[src/design/decode_defines.svh]
// Widths shared by the decode packages and RTL; the decoder only supports a 32-bit encoding
`ifndef DECODE_DEFINES_SVH
`define DECODE_DEFINES_SVH

// Base instruction word without compressed forms
`define INSTR_WIDTH 32

// Immediate and integer datapath width
`define DWORD_WIDTH 64

// Enough for every functional-unit operation
`define FU_OP_WIDTH 6

// Front-end exception code
`define EXC_CODE_WIDTH 2

`endif
[src/design/decode_pkg.sv]
// Control word for a single-issue backend; no FP, atomic, fence or CSR fields exist
`include "decode_defines.svh"

package decode_pkg;

  typedef enum logic [`FU_OP_WIDTH-1:0] {
    e_int_op_add, e_int_op_sub, e_int_op_sll, e_int_op_srl, e_int_op_sra,
    e_int_op_slt, e_int_op_sltu, e_int_op_xor, e_int_op_or, e_int_op_and,
    e_int_op_pass_src2,
    e_mul_op_imul, e_mul_op_div, e_mul_op_divu, e_mul_op_rem, e_mul_op_remu,
    e_ctrl_op_jal, e_ctrl_op_jalr, e_ctrl_op_beq, e_ctrl_op_bne,
    e_ctrl_op_blt, e_ctrl_op_bge, e_ctrl_op_bltu, e_ctrl_op_bgeu,
    e_dcache_op_lb, e_dcache_op_lh, e_dcache_op_lw, e_dcache_op_ld,
    e_dcache_op_lbu, e_dcache_op_lhu, e_dcache_op_lwu,
    e_dcache_op_sb, e_dcache_op_sh, e_dcache_op_sw, e_dcache_op_sd
  } fu_op_e;

  typedef enum logic {e_src1_is_rs1, e_src1_is_pc} src1_sel_e;
  typedef enum logic {e_src2_is_rs2, e_src2_is_imm} src2_sel_e;
  typedef enum logic {e_baddr_is_pc, e_baddr_is_rs1} baddr_sel_e;

  typedef enum logic [`EXC_CODE_WIDTH-1:0] {
    e_instr_access_fault,
    e_instr_page_fault,
    e_itlb_miss,
    e_icache_miss
  } fe_exc_e;

  typedef struct packed {
    logic       pipe_int_v;
    logic       pipe_mul_v;
    logic       pipe_long_v;
    logic       pipe_ctl_v;
    logic       pipe_mem_v;
    logic       pipe_sys_v;
    logic       irf_w_v;
    // Writeback arrives out of band from the long pipe
    logic       late_iwb_v;
    logic       opw_v;
    logic       dcache_r_v;
    logic       dcache_w_v;
    logic       mem_v;
    src1_sel_e  src1_sel;
    src2_sel_e  src2_sel;
    baddr_sel_e baddr_sel;
    fu_op_e     fu_op;
    logic       illegal_instr;
    logic       instr_access_fault;
    logic       instr_page_fault;
    logic       itlb_miss;
    logic       icache_miss;
  } decode_s;

  typedef struct packed {
    logic [`INSTR_WIDTH-1:0] instr;
    logic                    exc_not_instr;
    fe_exc_e                 exc_code;
  } decode_req_s;

endpackage

[src/design/rv64_isa_pkg.sv]
// RV64 base encodings only; opcodes outside the integer, M, load and store subset are absent
`include "decode_defines.svh"

package rv64_isa_pkg;

  typedef enum logic [6:0] {
    e_op_load   = 7'b0000011,
    e_op_imm    = 7'b0010011,
    e_op_auipc  = 7'b0010111,
    e_op_imm_32 = 7'b0011011,
    e_op_store  = 7'b0100011,
    e_op_op     = 7'b0110011,
    e_op_lui    = 7'b0110111,
    e_op_32     = 7'b0111011,
    e_op_branch = 7'b1100011,
    e_op_jalr   = 7'b1100111,
    e_op_jal    = 7'b1101111
  } rv64_opcode_e;

  // funct7 groups for OP and OP-32
  localparam logic [6:0] F7_BASE   = 7'b0000000;
  localparam logic [6:0] F7_ALT    = 7'b0100000;
  localparam logic [6:0] F7_MULDIV = 7'b0000001;

  typedef struct packed {
    logic [6:0]   funct7;
    logic [4:0]   rs2;
    logic [4:0]   rs1;
    logic [2:0]   funct3;
    logic [4:0]   rd;
    rv64_opcode_e opcode;
  } rv64_rtype_s;

  typedef struct packed {
    logic [11:0]  imm11_0;
    logic [4:0]   rs1;
    logic [2:0]   funct3;
    logic [4:0]   rd;
    rv64_opcode_e opcode;
  } rv64_itype_s;

  typedef struct packed {
    logic [6:0]   imm11_5;
    logic [4:0]   rs2;
    logic [4:0]   rs1;
    logic [2:0]   funct3;
    logic [4:0]   imm4_0;
    rv64_opcode_e opcode;
  } rv64_stype_s;

  // B and J scramble the offset bits across the word
  typedef struct packed {
    logic         imm12;
    logic [5:0]   imm10_5;
    logic [4:0]   rs2;
    logic [4:0]   rs1;
    logic [2:0]   funct3;
    logic [3:0]   imm4_1;
    logic         imm11;
    rv64_opcode_e opcode;
  } rv64_btype_s;

  typedef struct packed {
    logic [19:0]  imm31_12;
    logic [4:0]   rd;
    rv64_opcode_e opcode;
  } rv64_utype_s;

  typedef struct packed {
    logic         imm20;
    logic [9:0]   imm10_1;
    logic         imm11;
    logic [7:0]   imm19_12;
    logic [4:0]   rd;
    rv64_opcode_e opcode;
  } rv64_jtype_s;

  typedef union packed {
    logic [`INSTR_WIDTH-1:0] raw;
    rv64_rtype_s             r;
    rv64_itype_s             i;
    rv64_stype_s             s;
    rv64_btype_s             b;
    rv64_utype_s             u;
    rv64_jtype_s             j;
  } rv64_instr_u;

endpackage

[src/design/instr_decoder.sv]
// Registered decode stage; ack_o rises one clock after req_i is first sampled high
`include "decode_defines.svh"

module instr_decoder
  import decode_pkg::*;
(
  input  logic                    clk_i,
  input  logic                    reset_i,
  input  logic                    req_i,
  input  decode_req_s             req_data_i,
  output logic                    ack_o,
  output decode_s                 decode_o,
  output logic [`DWORD_WIDTH-1:0] imm_o
);

  decode_s                 decode_comb;
  logic [`DWORD_WIDTH-1:0] imm_comb;

  ctrl_decoder u_ctrl_decoder (
    .req_i    (req_data_i),
    .decode_o (decode_comb)
  );

  // Same instruction word, read through its immediate fields
  imm_extractor u_imm_extractor (
    .instr_i (req_data_i.instr),
    .imm_o   (imm_comb)
  );

  decode_handshake u_decode_handshake (
    .clk_i    (clk_i),
    .reset_i  (reset_i),
    .req_i    (req_i),
    .decode_i (decode_comb),
    .imm_i    (imm_comb),
    .ack_o    (ack_o),
    .decode_o (decode_o),
    .imm_o    (imm_o)
  );

endmodule

[src/design/decode_handshake.sv]
// Four-phase req/ack with one transfer at a time; requester must hold its data while req_i is high
`include "decode_defines.svh"

module decode_handshake
  import decode_pkg::*;
(
  input  logic                    clk_i,
  input  logic                    reset_i,
  input  logic                    req_i,
  input  decode_s                 decode_i,
  input  logic [`DWORD_WIDTH-1:0] imm_i,
  output logic                    ack_o,
  output decode_s                 decode_o,
  output logic [`DWORD_WIDTH-1:0] imm_o
);

  logic                    ack_q;
  logic                    accept;
  logic                    release_ack;
  decode_s                 decode_q;
  logic [`DWORD_WIDTH-1:0] imm_q;

  // New request only once the previous ack has dropped
  assign accept      = req_i & ~ack_q;
  assign release_ack = ~req_i & ack_q;

  always_ff @(posedge clk_i)
  begin
    if (reset_i)
    begin
      ack_q    <= 1'b0;
      decode_q <= '0;
      imm_q    <= '0;
    end
    else if (accept)
    begin
      ack_q    <= 1'b1;
      decode_q <= decode_i;
      imm_q    <= imm_i;
    end
    else if (release_ack)
      ack_q <= 1'b0;
  end

  // Results hold until the next accepted request
  assign ack_o    = ack_q;
  assign decode_o = decode_q;
  assign imm_o    = imm_q;

endmodule

[src/design/imm_extractor.sv]
// Combinational; opcodes without an immediate, including every illegal one, give zero
`include "decode_defines.svh"

module imm_extractor
  import rv64_isa_pkg::*;
(
  input  rv64_instr_u             instr_i,
  output logic [`DWORD_WIDTH-1:0] imm_o
);

  always_comb
  begin
    case (instr_i.r.opcode)
      e_op_lui, e_op_auipc:
        imm_o = {{(`DWORD_WIDTH-32){instr_i.u.imm31_12[19]}}, instr_i.u.imm31_12, 12'b0};
      e_op_jal:
        imm_o = {{(`DWORD_WIDTH-20){instr_i.j.imm20}},
                 instr_i.j.imm19_12,
                 instr_i.j.imm11,
                 instr_i.j.imm10_1,
                 1'b0};
      e_op_branch:
        imm_o = {{(`DWORD_WIDTH-12){instr_i.b.imm12}},
                 instr_i.b.imm11,
                 instr_i.b.imm10_5,
                 instr_i.b.imm4_1,
                 1'b0};
      e_op_store:
        imm_o = {{(`DWORD_WIDTH-12){instr_i.s.imm11_5[6]}}, instr_i.s.imm11_5, instr_i.s.imm4_0};
      // Shift amounts ride in the low I bits
      e_op_jalr, e_op_load, e_op_imm, e_op_imm_32:
        imm_o = {{(`DWORD_WIDTH-12){instr_i.i.imm11_0[11]}}, instr_i.i.imm11_0};
      default:
        imm_o = '0;
    endcase
  end

endmodule

[src/design/ctrl_decoder.sv]
// Combinational; only RV64I integer, M, load and store decode, everything else traps as illegal
module ctrl_decoder
  import rv64_isa_pkg::*;
  import decode_pkg::*;
(
  input  decode_req_s req_i,
  output decode_s     decode_o
);

  rv64_instr_u instr;
  decode_s     decode;
  logic        illegal;
  logic [6:0]  shift_f7;

  assign instr.raw = req_i.instr;

  // RV64 OP-IMM shifts have a 6-bit shamt, so bit 25 is not part of funct7
  assign shift_f7 = (instr.r.opcode == e_op_imm_32) ? instr.r.funct7
                                                    : {instr.r.funct7[6:1], 1'b0};

  always_comb
  begin
    decode  = '0;
    illegal = 1'b0;

    case (instr.r.opcode)
      e_op_op, e_op_32:
      begin
        decode.opw_v = (instr.r.opcode == e_op_32);
        case ({instr.r.funct7, instr.r.funct3})
          {F7_BASE, 3'b000}:   decode.fu_op = e_int_op_add;
          {F7_ALT, 3'b000}:    decode.fu_op = e_int_op_sub;
          {F7_BASE, 3'b001}:   decode.fu_op = e_int_op_sll;
          {F7_BASE, 3'b010}:   decode.fu_op = e_int_op_slt;
          {F7_BASE, 3'b011}:   decode.fu_op = e_int_op_sltu;
          {F7_BASE, 3'b100}:   decode.fu_op = e_int_op_xor;
          {F7_BASE, 3'b101}:   decode.fu_op = e_int_op_srl;
          {F7_ALT, 3'b101}:    decode.fu_op = e_int_op_sra;
          {F7_BASE, 3'b110}:   decode.fu_op = e_int_op_or;
          {F7_BASE, 3'b111}:   decode.fu_op = e_int_op_and;
          {F7_MULDIV, 3'b000}: decode.fu_op = e_mul_op_imul;
          {F7_MULDIV, 3'b100}: decode.fu_op = e_mul_op_div;
          {F7_MULDIV, 3'b101}: decode.fu_op = e_mul_op_divu;
          {F7_MULDIV, 3'b110}: decode.fu_op = e_mul_op_rem;
          {F7_MULDIV, 3'b111}: decode.fu_op = e_mul_op_remu;
          default:             illegal = 1'b1;
        endcase

        if (decode.fu_op == e_mul_op_imul)
          decode.pipe_mul_v = 1'b1;
        else if (decode.fu_op inside {e_mul_op_div, e_mul_op_divu, e_mul_op_rem, e_mul_op_remu})
        begin
          decode.pipe_long_v = 1'b1;
          decode.late_iwb_v  = 1'b1;
        end
        else
          decode.pipe_int_v = 1'b1;
        decode.irf_w_v = ~decode.late_iwb_v;
      end
      e_op_imm, e_op_imm_32:
      begin
        decode.pipe_int_v = 1'b1;
        decode.irf_w_v    = 1'b1;
        decode.opw_v      = (instr.i.opcode == e_op_imm_32);
        decode.src2_sel   = e_src2_is_imm;
        case (instr.i.funct3)
          3'b000: decode.fu_op = e_int_op_add;
          3'b010: decode.fu_op = e_int_op_slt;
          3'b011: decode.fu_op = e_int_op_sltu;
          3'b100: decode.fu_op = e_int_op_xor;
          3'b110: decode.fu_op = e_int_op_or;
          3'b111: decode.fu_op = e_int_op_and;
          3'b001:
          begin
            decode.fu_op = e_int_op_sll;
            illegal      = (shift_f7 != F7_BASE);
          end
          default:
          begin
            decode.fu_op = (shift_f7 == F7_ALT) ? e_int_op_sra : e_int_op_srl;
            illegal      = !(shift_f7 inside {F7_BASE, F7_ALT});
          end
        endcase
      end
      e_op_lui:
      begin
        decode.pipe_int_v = 1'b1;
        decode.irf_w_v    = 1'b1;
        decode.fu_op      = e_int_op_pass_src2;
        decode.src2_sel   = e_src2_is_imm;
      end
      e_op_auipc:
      begin
        decode.pipe_int_v = 1'b1;
        decode.irf_w_v    = 1'b1;
        decode.fu_op      = e_int_op_add;
        decode.src1_sel   = e_src1_is_pc;
        decode.src2_sel   = e_src2_is_imm;
      end
      e_op_jal:
      begin
        decode.pipe_ctl_v = 1'b1;
        decode.irf_w_v    = 1'b1;
        decode.fu_op      = e_ctrl_op_jal;
        decode.baddr_sel  = e_baddr_is_pc;
      end
      e_op_jalr:
      begin
        decode.pipe_ctl_v = 1'b1;
        decode.irf_w_v    = 1'b1;
        decode.fu_op      = e_ctrl_op_jalr;
        decode.baddr_sel  = e_baddr_is_rs1;
        illegal           = (instr.i.funct3 != 3'b000);
      end
      e_op_branch:
      begin
        decode.pipe_ctl_v = 1'b1;
        decode.baddr_sel  = e_baddr_is_pc;
        case (instr.b.funct3)
          3'b000:  decode.fu_op = e_ctrl_op_beq;
          3'b001:  decode.fu_op = e_ctrl_op_bne;
          3'b100:  decode.fu_op = e_ctrl_op_blt;
          3'b101:  decode.fu_op = e_ctrl_op_bge;
          3'b110:  decode.fu_op = e_ctrl_op_bltu;
          3'b111:  decode.fu_op = e_ctrl_op_bgeu;
          default: illegal = 1'b1;
        endcase
      end
      e_op_load:
      begin
        decode.pipe_mem_v = 1'b1;
        decode.irf_w_v    = 1'b1;
        decode.dcache_r_v = 1'b1;
        decode.mem_v      = 1'b1;
        case (instr.i.funct3)
          3'b000:  decode.fu_op = e_dcache_op_lb;
          3'b001:  decode.fu_op = e_dcache_op_lh;
          3'b010:  decode.fu_op = e_dcache_op_lw;
          3'b011:  decode.fu_op = e_dcache_op_ld;
          3'b100:  decode.fu_op = e_dcache_op_lbu;
          3'b101:  decode.fu_op = e_dcache_op_lhu;
          3'b110:  decode.fu_op = e_dcache_op_lwu;
          default: illegal = 1'b1;
        endcase
      end
      e_op_store:
      begin
        decode.pipe_mem_v = 1'b1;
        decode.dcache_w_v = 1'b1;
        decode.mem_v      = 1'b1;
        case (instr.s.funct3)
          3'b000:  decode.fu_op = e_dcache_op_sb;
          3'b001:  decode.fu_op = e_dcache_op_sh;
          3'b010:  decode.fu_op = e_dcache_op_sw;
          3'b011:  decode.fu_op = e_dcache_op_sd;
          default: illegal = 1'b1;
        endcase
      end
      default: illegal = 1'b1;
    endcase

    // Word forms exist only for add, sub, shifts and M ops
    if (decode.opw_v && !(decode.fu_op inside {e_int_op_add, e_int_op_sub, e_int_op_sll,
        e_int_op_srl, e_int_op_sra, e_mul_op_imul, e_mul_op_div, e_mul_op_divu,
        e_mul_op_rem, e_mul_op_remu}))
      illegal = 1'b1;

    // Front-end faults win over anything decoded from the bits
    if (req_i.exc_not_instr)
    begin
      decode            = '0;
      decode.pipe_sys_v = 1'b1;
      case (req_i.exc_code)
        e_instr_access_fault: decode.instr_access_fault = 1'b1;
        e_instr_page_fault:   decode.instr_page_fault   = 1'b1;
        e_itlb_miss:          decode.itlb_miss          = 1'b1;
        default:              decode.icache_miss        = 1'b1;
      endcase
    end
    else if (illegal)
    begin
      decode               = '0;
      decode.pipe_sys_v    = 1'b1;
      decode.illegal_instr = 1'b1;
    end
  end

  assign decode_o = decode;

endmodule

[config.mk]
export PLATFORM = sky130hd
export DESIGN_NAME = instr_decoder
export DESIGN_NICKNAME = d
export VERILOG_FILES = /design/src/design/decode_pkg.sv /design/src/design/rv64_isa_pkg.sv /design/src/design/instr_decoder.sv /design/src/design/decode_handshake.sv /design/src/design/imm_extractor.sv /design/src/design/ctrl_decoder.sv
export VERILOG_INCLUDE_DIRS = /design/src /design/src/design
export SDC_FILE = /design/constraint.sdc
export NUM_CORES = 1
export LEC_CHECK = 0
export BUFFER_PORTS_ARGS = -buffer_cell sky130_fd_sc_hd__buf_2
export CORE_MARGIN = 2
export CORE_UTILIZATION = 32
export DETAILED_ROUTE_END_ITERATION = 7
export PLACE_DENSITY = 0.54
export SYNTH_ARGS = -nofsm -noshare
export SYNTH_HDL_FRONTEND = slang
export SYNTH_HIERARCHICAL = 1
export SYNTH_SLANG_ARGS = --single-unit
[constraint.sdc]
create_clock -name clk_i -period 4.9 [get_ports clk_i]
set_input_delay 0.98 -clock clk_i [delete_from_list [all_inputs] [get_ports clk_i]]
set_output_delay 0.98 -clock clk_i [all_outputs]
set_load 0.05 [all_outputs]
Word level (Yosys, flattened, before mapping)
Cells that the tools add are included.
Cells by class
  equal/unequal tests: 49
  reduce and logical (&&, ||, !) cells: 29
  bitwise operators: 5
  muxes and demuxes: 43
Operator list (count)
  64-bit one-hot mux with 5 select lines: 1
  6-bit by 4-bit equality test with 1-bit output, second input constant: 10
  4-bit one-hot mux with 14 select lines: 1
  26-bit 2-to-1 mux: 2
  10-bit by 4-bit equality test with 1-bit output, second input constant: 5
  6-bit one-hot mux with 8 select lines: 1
  6-bit one-hot mux with 7 select lines: 1
  10-bit by 3-bit equality test with 1-bit output, second input constant: 4
  7-bit by 6-bit equality test with 1-bit output, second input constant: 5
  5-bit one-hot mux with 7 select lines: 1
  5-bit one-hot mux with 6 select lines: 1
  1-bit 2-to-1 mux: 26
  6-bit one-hot mux with 4 select lines: 1
  7-bit by 5-bit equality test with 1-bit output, second input constant: 3
  7-bit equality test, second input constant: 3
  10-bit by 2-bit equality test with 1-bit output, second input constant: 2
  10-bit by 9-bit equality test with 1-bit output, second input constant: 2
  15-bit OR reduction: 1
  7-bit OR reduction: 2
  3-bit equality test, second input constant: 4
  6-bit by 2-bit equality test with 1-bit output, second input constant: 2
  4-bit OR reduction: 3
  6-bit OR reduction: 2
  10-bit by 1-bit equality test with 1-bit output, second input constant: 1
  28 further kinds: 42
Storage, ports and cells
  logic and storage cells: 149
  output and inout bits: 91
  bits in registers: 91
  bits of input ports: 38

Logic depth before layout (Yosys ltp)
  word-level depth: 13
  mapped depth: 15
  mapped depth without buffers: 11

Cells and area by module
The synthesis kept the hierarchy.
By module, submodules not included
  decode_handshake: seq. area each 1821.7 sq um, cells each 295, times used 1, area each 3275.6 sq um
  ctrl_decoder: seq. area each 0.0 sq um, cells each 186, times used 1, area each 1164.9 sq um
  imm_extractor: seq. area each 0.0 sq um, cells each 104, times used 1, area each 757.0 sq um

Least setup slack after synthesis
OpenSTA, ideal clock, no wires.
  path kind: input-to-reg
  from: input port req_data_i[17] (netlist name)
  to: register u_decode_handshake.decode_q (netlist bit u_decode_handshake/decode_o[23])
  required time: 4.835 ns
  setup time: 0.065 ns
  cell stages on the path: 15
  buffers on the path: 4
  data arrival time: 3.647 ns
  path slack: 1.188 ns
  cell sequence: clkbuf_1 -> inv_1 -> ha_1 -> clkbuf_1 -> nor2b_1 -> nand4b_1 -> o2111a_1 -> nor4_1 -> nand3_1 -> a22o_1 -> buf_6 -> nor3_1 -> buf_4 -> mux2i_1 -> nor2_1
RTL lines
  start, declared: line instr_decoder.sv:10  | input decode_req_s req_data_i,
  end signal, assigned: line decode_handshake.sv:38  | decode_q <= decode_i;
  end, declared: line decode_handshake.sv:20  | decode_s decode_q;

==> impl_metrics.py <==
metrics = {
    "floorplanning": {
        "coreArea_um2": 15900,
        "die-area_um2": 17300,
        "fp.dieH_um": 131,
        "row_count": 46,
        "start_util_pct": 32.7,
        "top_level_ports": 129,
        "die_w_um": 131,
    },
    "clock_network": {
        "tritoncts": "built",
        "clockRootBuffer": "clkbuf_16",
        "cts.htree.levels": 3,
        "cts_buffer_depth": 2,
        "cts_buffers": 9,
        "clock_sinks": 91,
        "clk_pin_slew_ns": 0.07,
        "post_cts_buffers": 0,
        "cts_hold_buf": 0,
        "ctsResizeCount": 0,
        "insertion_delay_ns": 0.34,
    },
    "cells_and_area": {
        "nNetsFinal": 698,
        "antenna_cells": 0,
        "n_fill_cell": 1695,
        "area_growth_pct": 14.4,
        "fin_area_um2": 5940,
        "drive_gt1_share_pct": 25.2,
    },
    "grt": {
        "grt_pass1_vias": 4277,
        "busiest_layer": "met2",
        "use_met1_pct": 20.1,
        "grt_pass1_wl_um": 22700,
        "grt-ovfl-total": 0,
        "use_met2_pct": 26.4,
        "use_met3_pct": 4.59,
        "grt_max_degree": 57,
        "track_usage_pct": 16.2,
        "grt_antenna_before_repair": 0,
    },
    "logic_synthesis": {
        "syn_area_um2": 5200,
        "ys_seq_elements": 91,
        "syn-num-nets": 629,
        "synth_edf_count": 0,
        "yosys.area.top_type": "dfxtp_1",
        "yosys.area.top_type_share_pct": 35.1,
        "ys_top_cells_by_area": "dfxtp_1, mux2i_1, nor2_1",
        "synth.most_common_cell": "nor2_1",
        "synth-async-reset-ratio_pct": 0,
        "synth_cell_type_count": 68,
        "synth_area_per_cell_um2": 8.88,
        "ys_seq_area_share_pct": 35.1,
        "synth_common_cells": "nor2_1, dfxtp_1, mux2i_1",
        "syn_inst": 585,
        "ys.flop_type": "dfxtp_1",
        "yosys_warnings": 6,
    },
    "placed_design": {
        "place_area_um2": 5620,
        "place_ws_ns": 0.682,
        "dp_hpwl_um": 10100,
        "numPortBuffers": 128,
        "place_congestion": 0.871,
    },
    "drt": {
        "drc": 0,
        "drt-pass1-iter-count": 4,
        "drtAntennaViolNets": 0,
        "routedWlPerCell_um": 16.0,
        "num_vias": 4348,
        "drt_first_iter_violations": 287,
        "drt-vias-per-instance": 4.97,
        "wirelength_um": 14000,
    },
    "worst_setup_path": {
        "crit_arrival_ns": 4.13,
        "critPathMaxFanout": 22,
        "end_kind": "flip-flop",
        "start_kind": "input pin",
        "path_delay_family": "simple AND/OR/NAND/NOR gates",
        "required_ns": 5.13,
        "cp_cell_sequence": "buf_2 > inv_1 > ha_1 > nor2b_1 > nand4b_1 > o2111a_1 > nor4_1 > nand3_1 > a22o_1 > or2_2 > mux2i_1 > nor2_1",
        "path_buf_inv": 2,
        "crit_type": "in2reg",
        "slowest_stage": "nor4_1",
        "slowest_delay_ns": 0.51,
    },
    "pwr": {
        "cellLeakagePower_uw": 0.00284,
        "p_per_area_nw_per_um2": 295,
        "ir_drop_v": 0.000180,
    },
    "sta": {
        "layout_setup_ws_ns": 0.993,
        "fin_worst_skew_ns": 0.00510,
        "fin_crit_sh_pct": 79.7,
        "tightestPinTransition_ns": 1.03,
        "tns_ns": 0,
        "setup_viol": 0,
        "slew_headroom_pct": 31.1,
        "fmax_mhz": 256,
        "fin_crit_ns": 3.91,
        "report.final.hold_viol_count": 0,
        "drv_slew": 0,
        "rsz0062_at_grt": "no",
    },
    "status": {
        "status": "completed",
    },
    "hold_path": {
        "hp-class": "reg2reg",
    },
    "run": {
        "cap_violations": 0,
    },
}
## kinds of logic after synthesis
group	count (synthesis)	synth area share [%]
AOI/OAI and AO/OA	86	12.6
xor gates and xnor gates	1	0.169
adders and majority gates	6	1.44
buffers and inverters	82	11.1
DFF	91	35.1
muxes	92	17.7
and+or+nand+nor	227	21.9
## layer usage
layer,wire (µm),share of wire [%]
met5,0,0
met4,294,2.1
met3,826,5.9
met2,6720,48
met1,6180,44
## tightest hold or removal path: stages (launching register included)
cell and delay, ns:
dfxtp_1 0.32, mux2i_1 0.06, nor2_1 0.07
## power by group
part	leakage (µW)	internal, µW	switching, µW	total, µW
sequential	0.000734	749	4.88	754
clock	0.000151	452	303	756
combinational	0.00196	83.7	159	242
## layout by cell type, fill, tap and decap left out, drive strengths merged, types with 6 or more instances in the layout
cell type  synthesis  layout
a21o              23      23
a21oi              8       8
a31oi              6       6
and2               7       7
buf               64     132
clkbuf            10      10
dfxtp             91      91
ha                 6       6
inv                8      10
mux2i             91      91
nand2             19      19
nand2b             8       8
nand3              7       7
nor2             113     113
nor3              23      23
o21ai              8       8
## state kept, by name (all words and copies together) (netlist names)
signal                       flops
u_decode_handshake/decode_o     26
u_decode_handshake/ack_o         1
u_decode_handshake/imm_o        64
## through the flow
| stage | util (%) | hold WS, ns | total power [µW] | instances |
|---|---|---|---|---|
| floorplan | - | 0.737 | 971 | 585 |
| global placement | 35.4 | 0.469 | 1010 | 859 |
| detailed placement | 35.4 | 0.477 | 1010 | 859 |
| CTS | 37.4 | 0.494 | 1780 | 875 |
| global route | 37.4 | 0.511 | 1830 | 875 |
| finish | 37.4 | 0.489 | 1750 | 875 |
## final timing paths
path | startpoint | endpoint | slack (ns) | cells past startpoint
worst max-delay path | req_data_i[17] | u_decode_handshake/decode_o[20]$_SDFFE_PP0P_ | 0.99 | 12
worst min-delay path | u_decode_handshake/decode_o[14]$_SDFFE_PP0P_ | u_decode_handshake/decode_o[14]$_SDFFE_PP0P_ | 0.49 | 2
worst max register to register | u_decode_handshake/ack_o$_SDFFE_PP0P_ | u_decode_handshake/imm_o[57]$_SDFFE_PP0P_ | 2.97 | 5
worst min register to register | u_decode_handshake/decode_o[14]$_SDFFE_PP0P_ | u_decode_handshake/decode_o[14]$_SDFFE_PP0P_ | 0.49 | 2
## area by class of cell
cell class	instances	area (µm²)	share of cell area, %
Clock buffer	10	229	3.85
Clock inverter	6	95.1	1.60
Inverter	8	30.0	0.505
Multi-Input combinational cell	412	2820	47.4
Sequential cell	91	1820	30.6
Tap cell	216	270	4.55
Timing Repair Buffer	132	683	11.5
(Power assumes the default switching activity.)
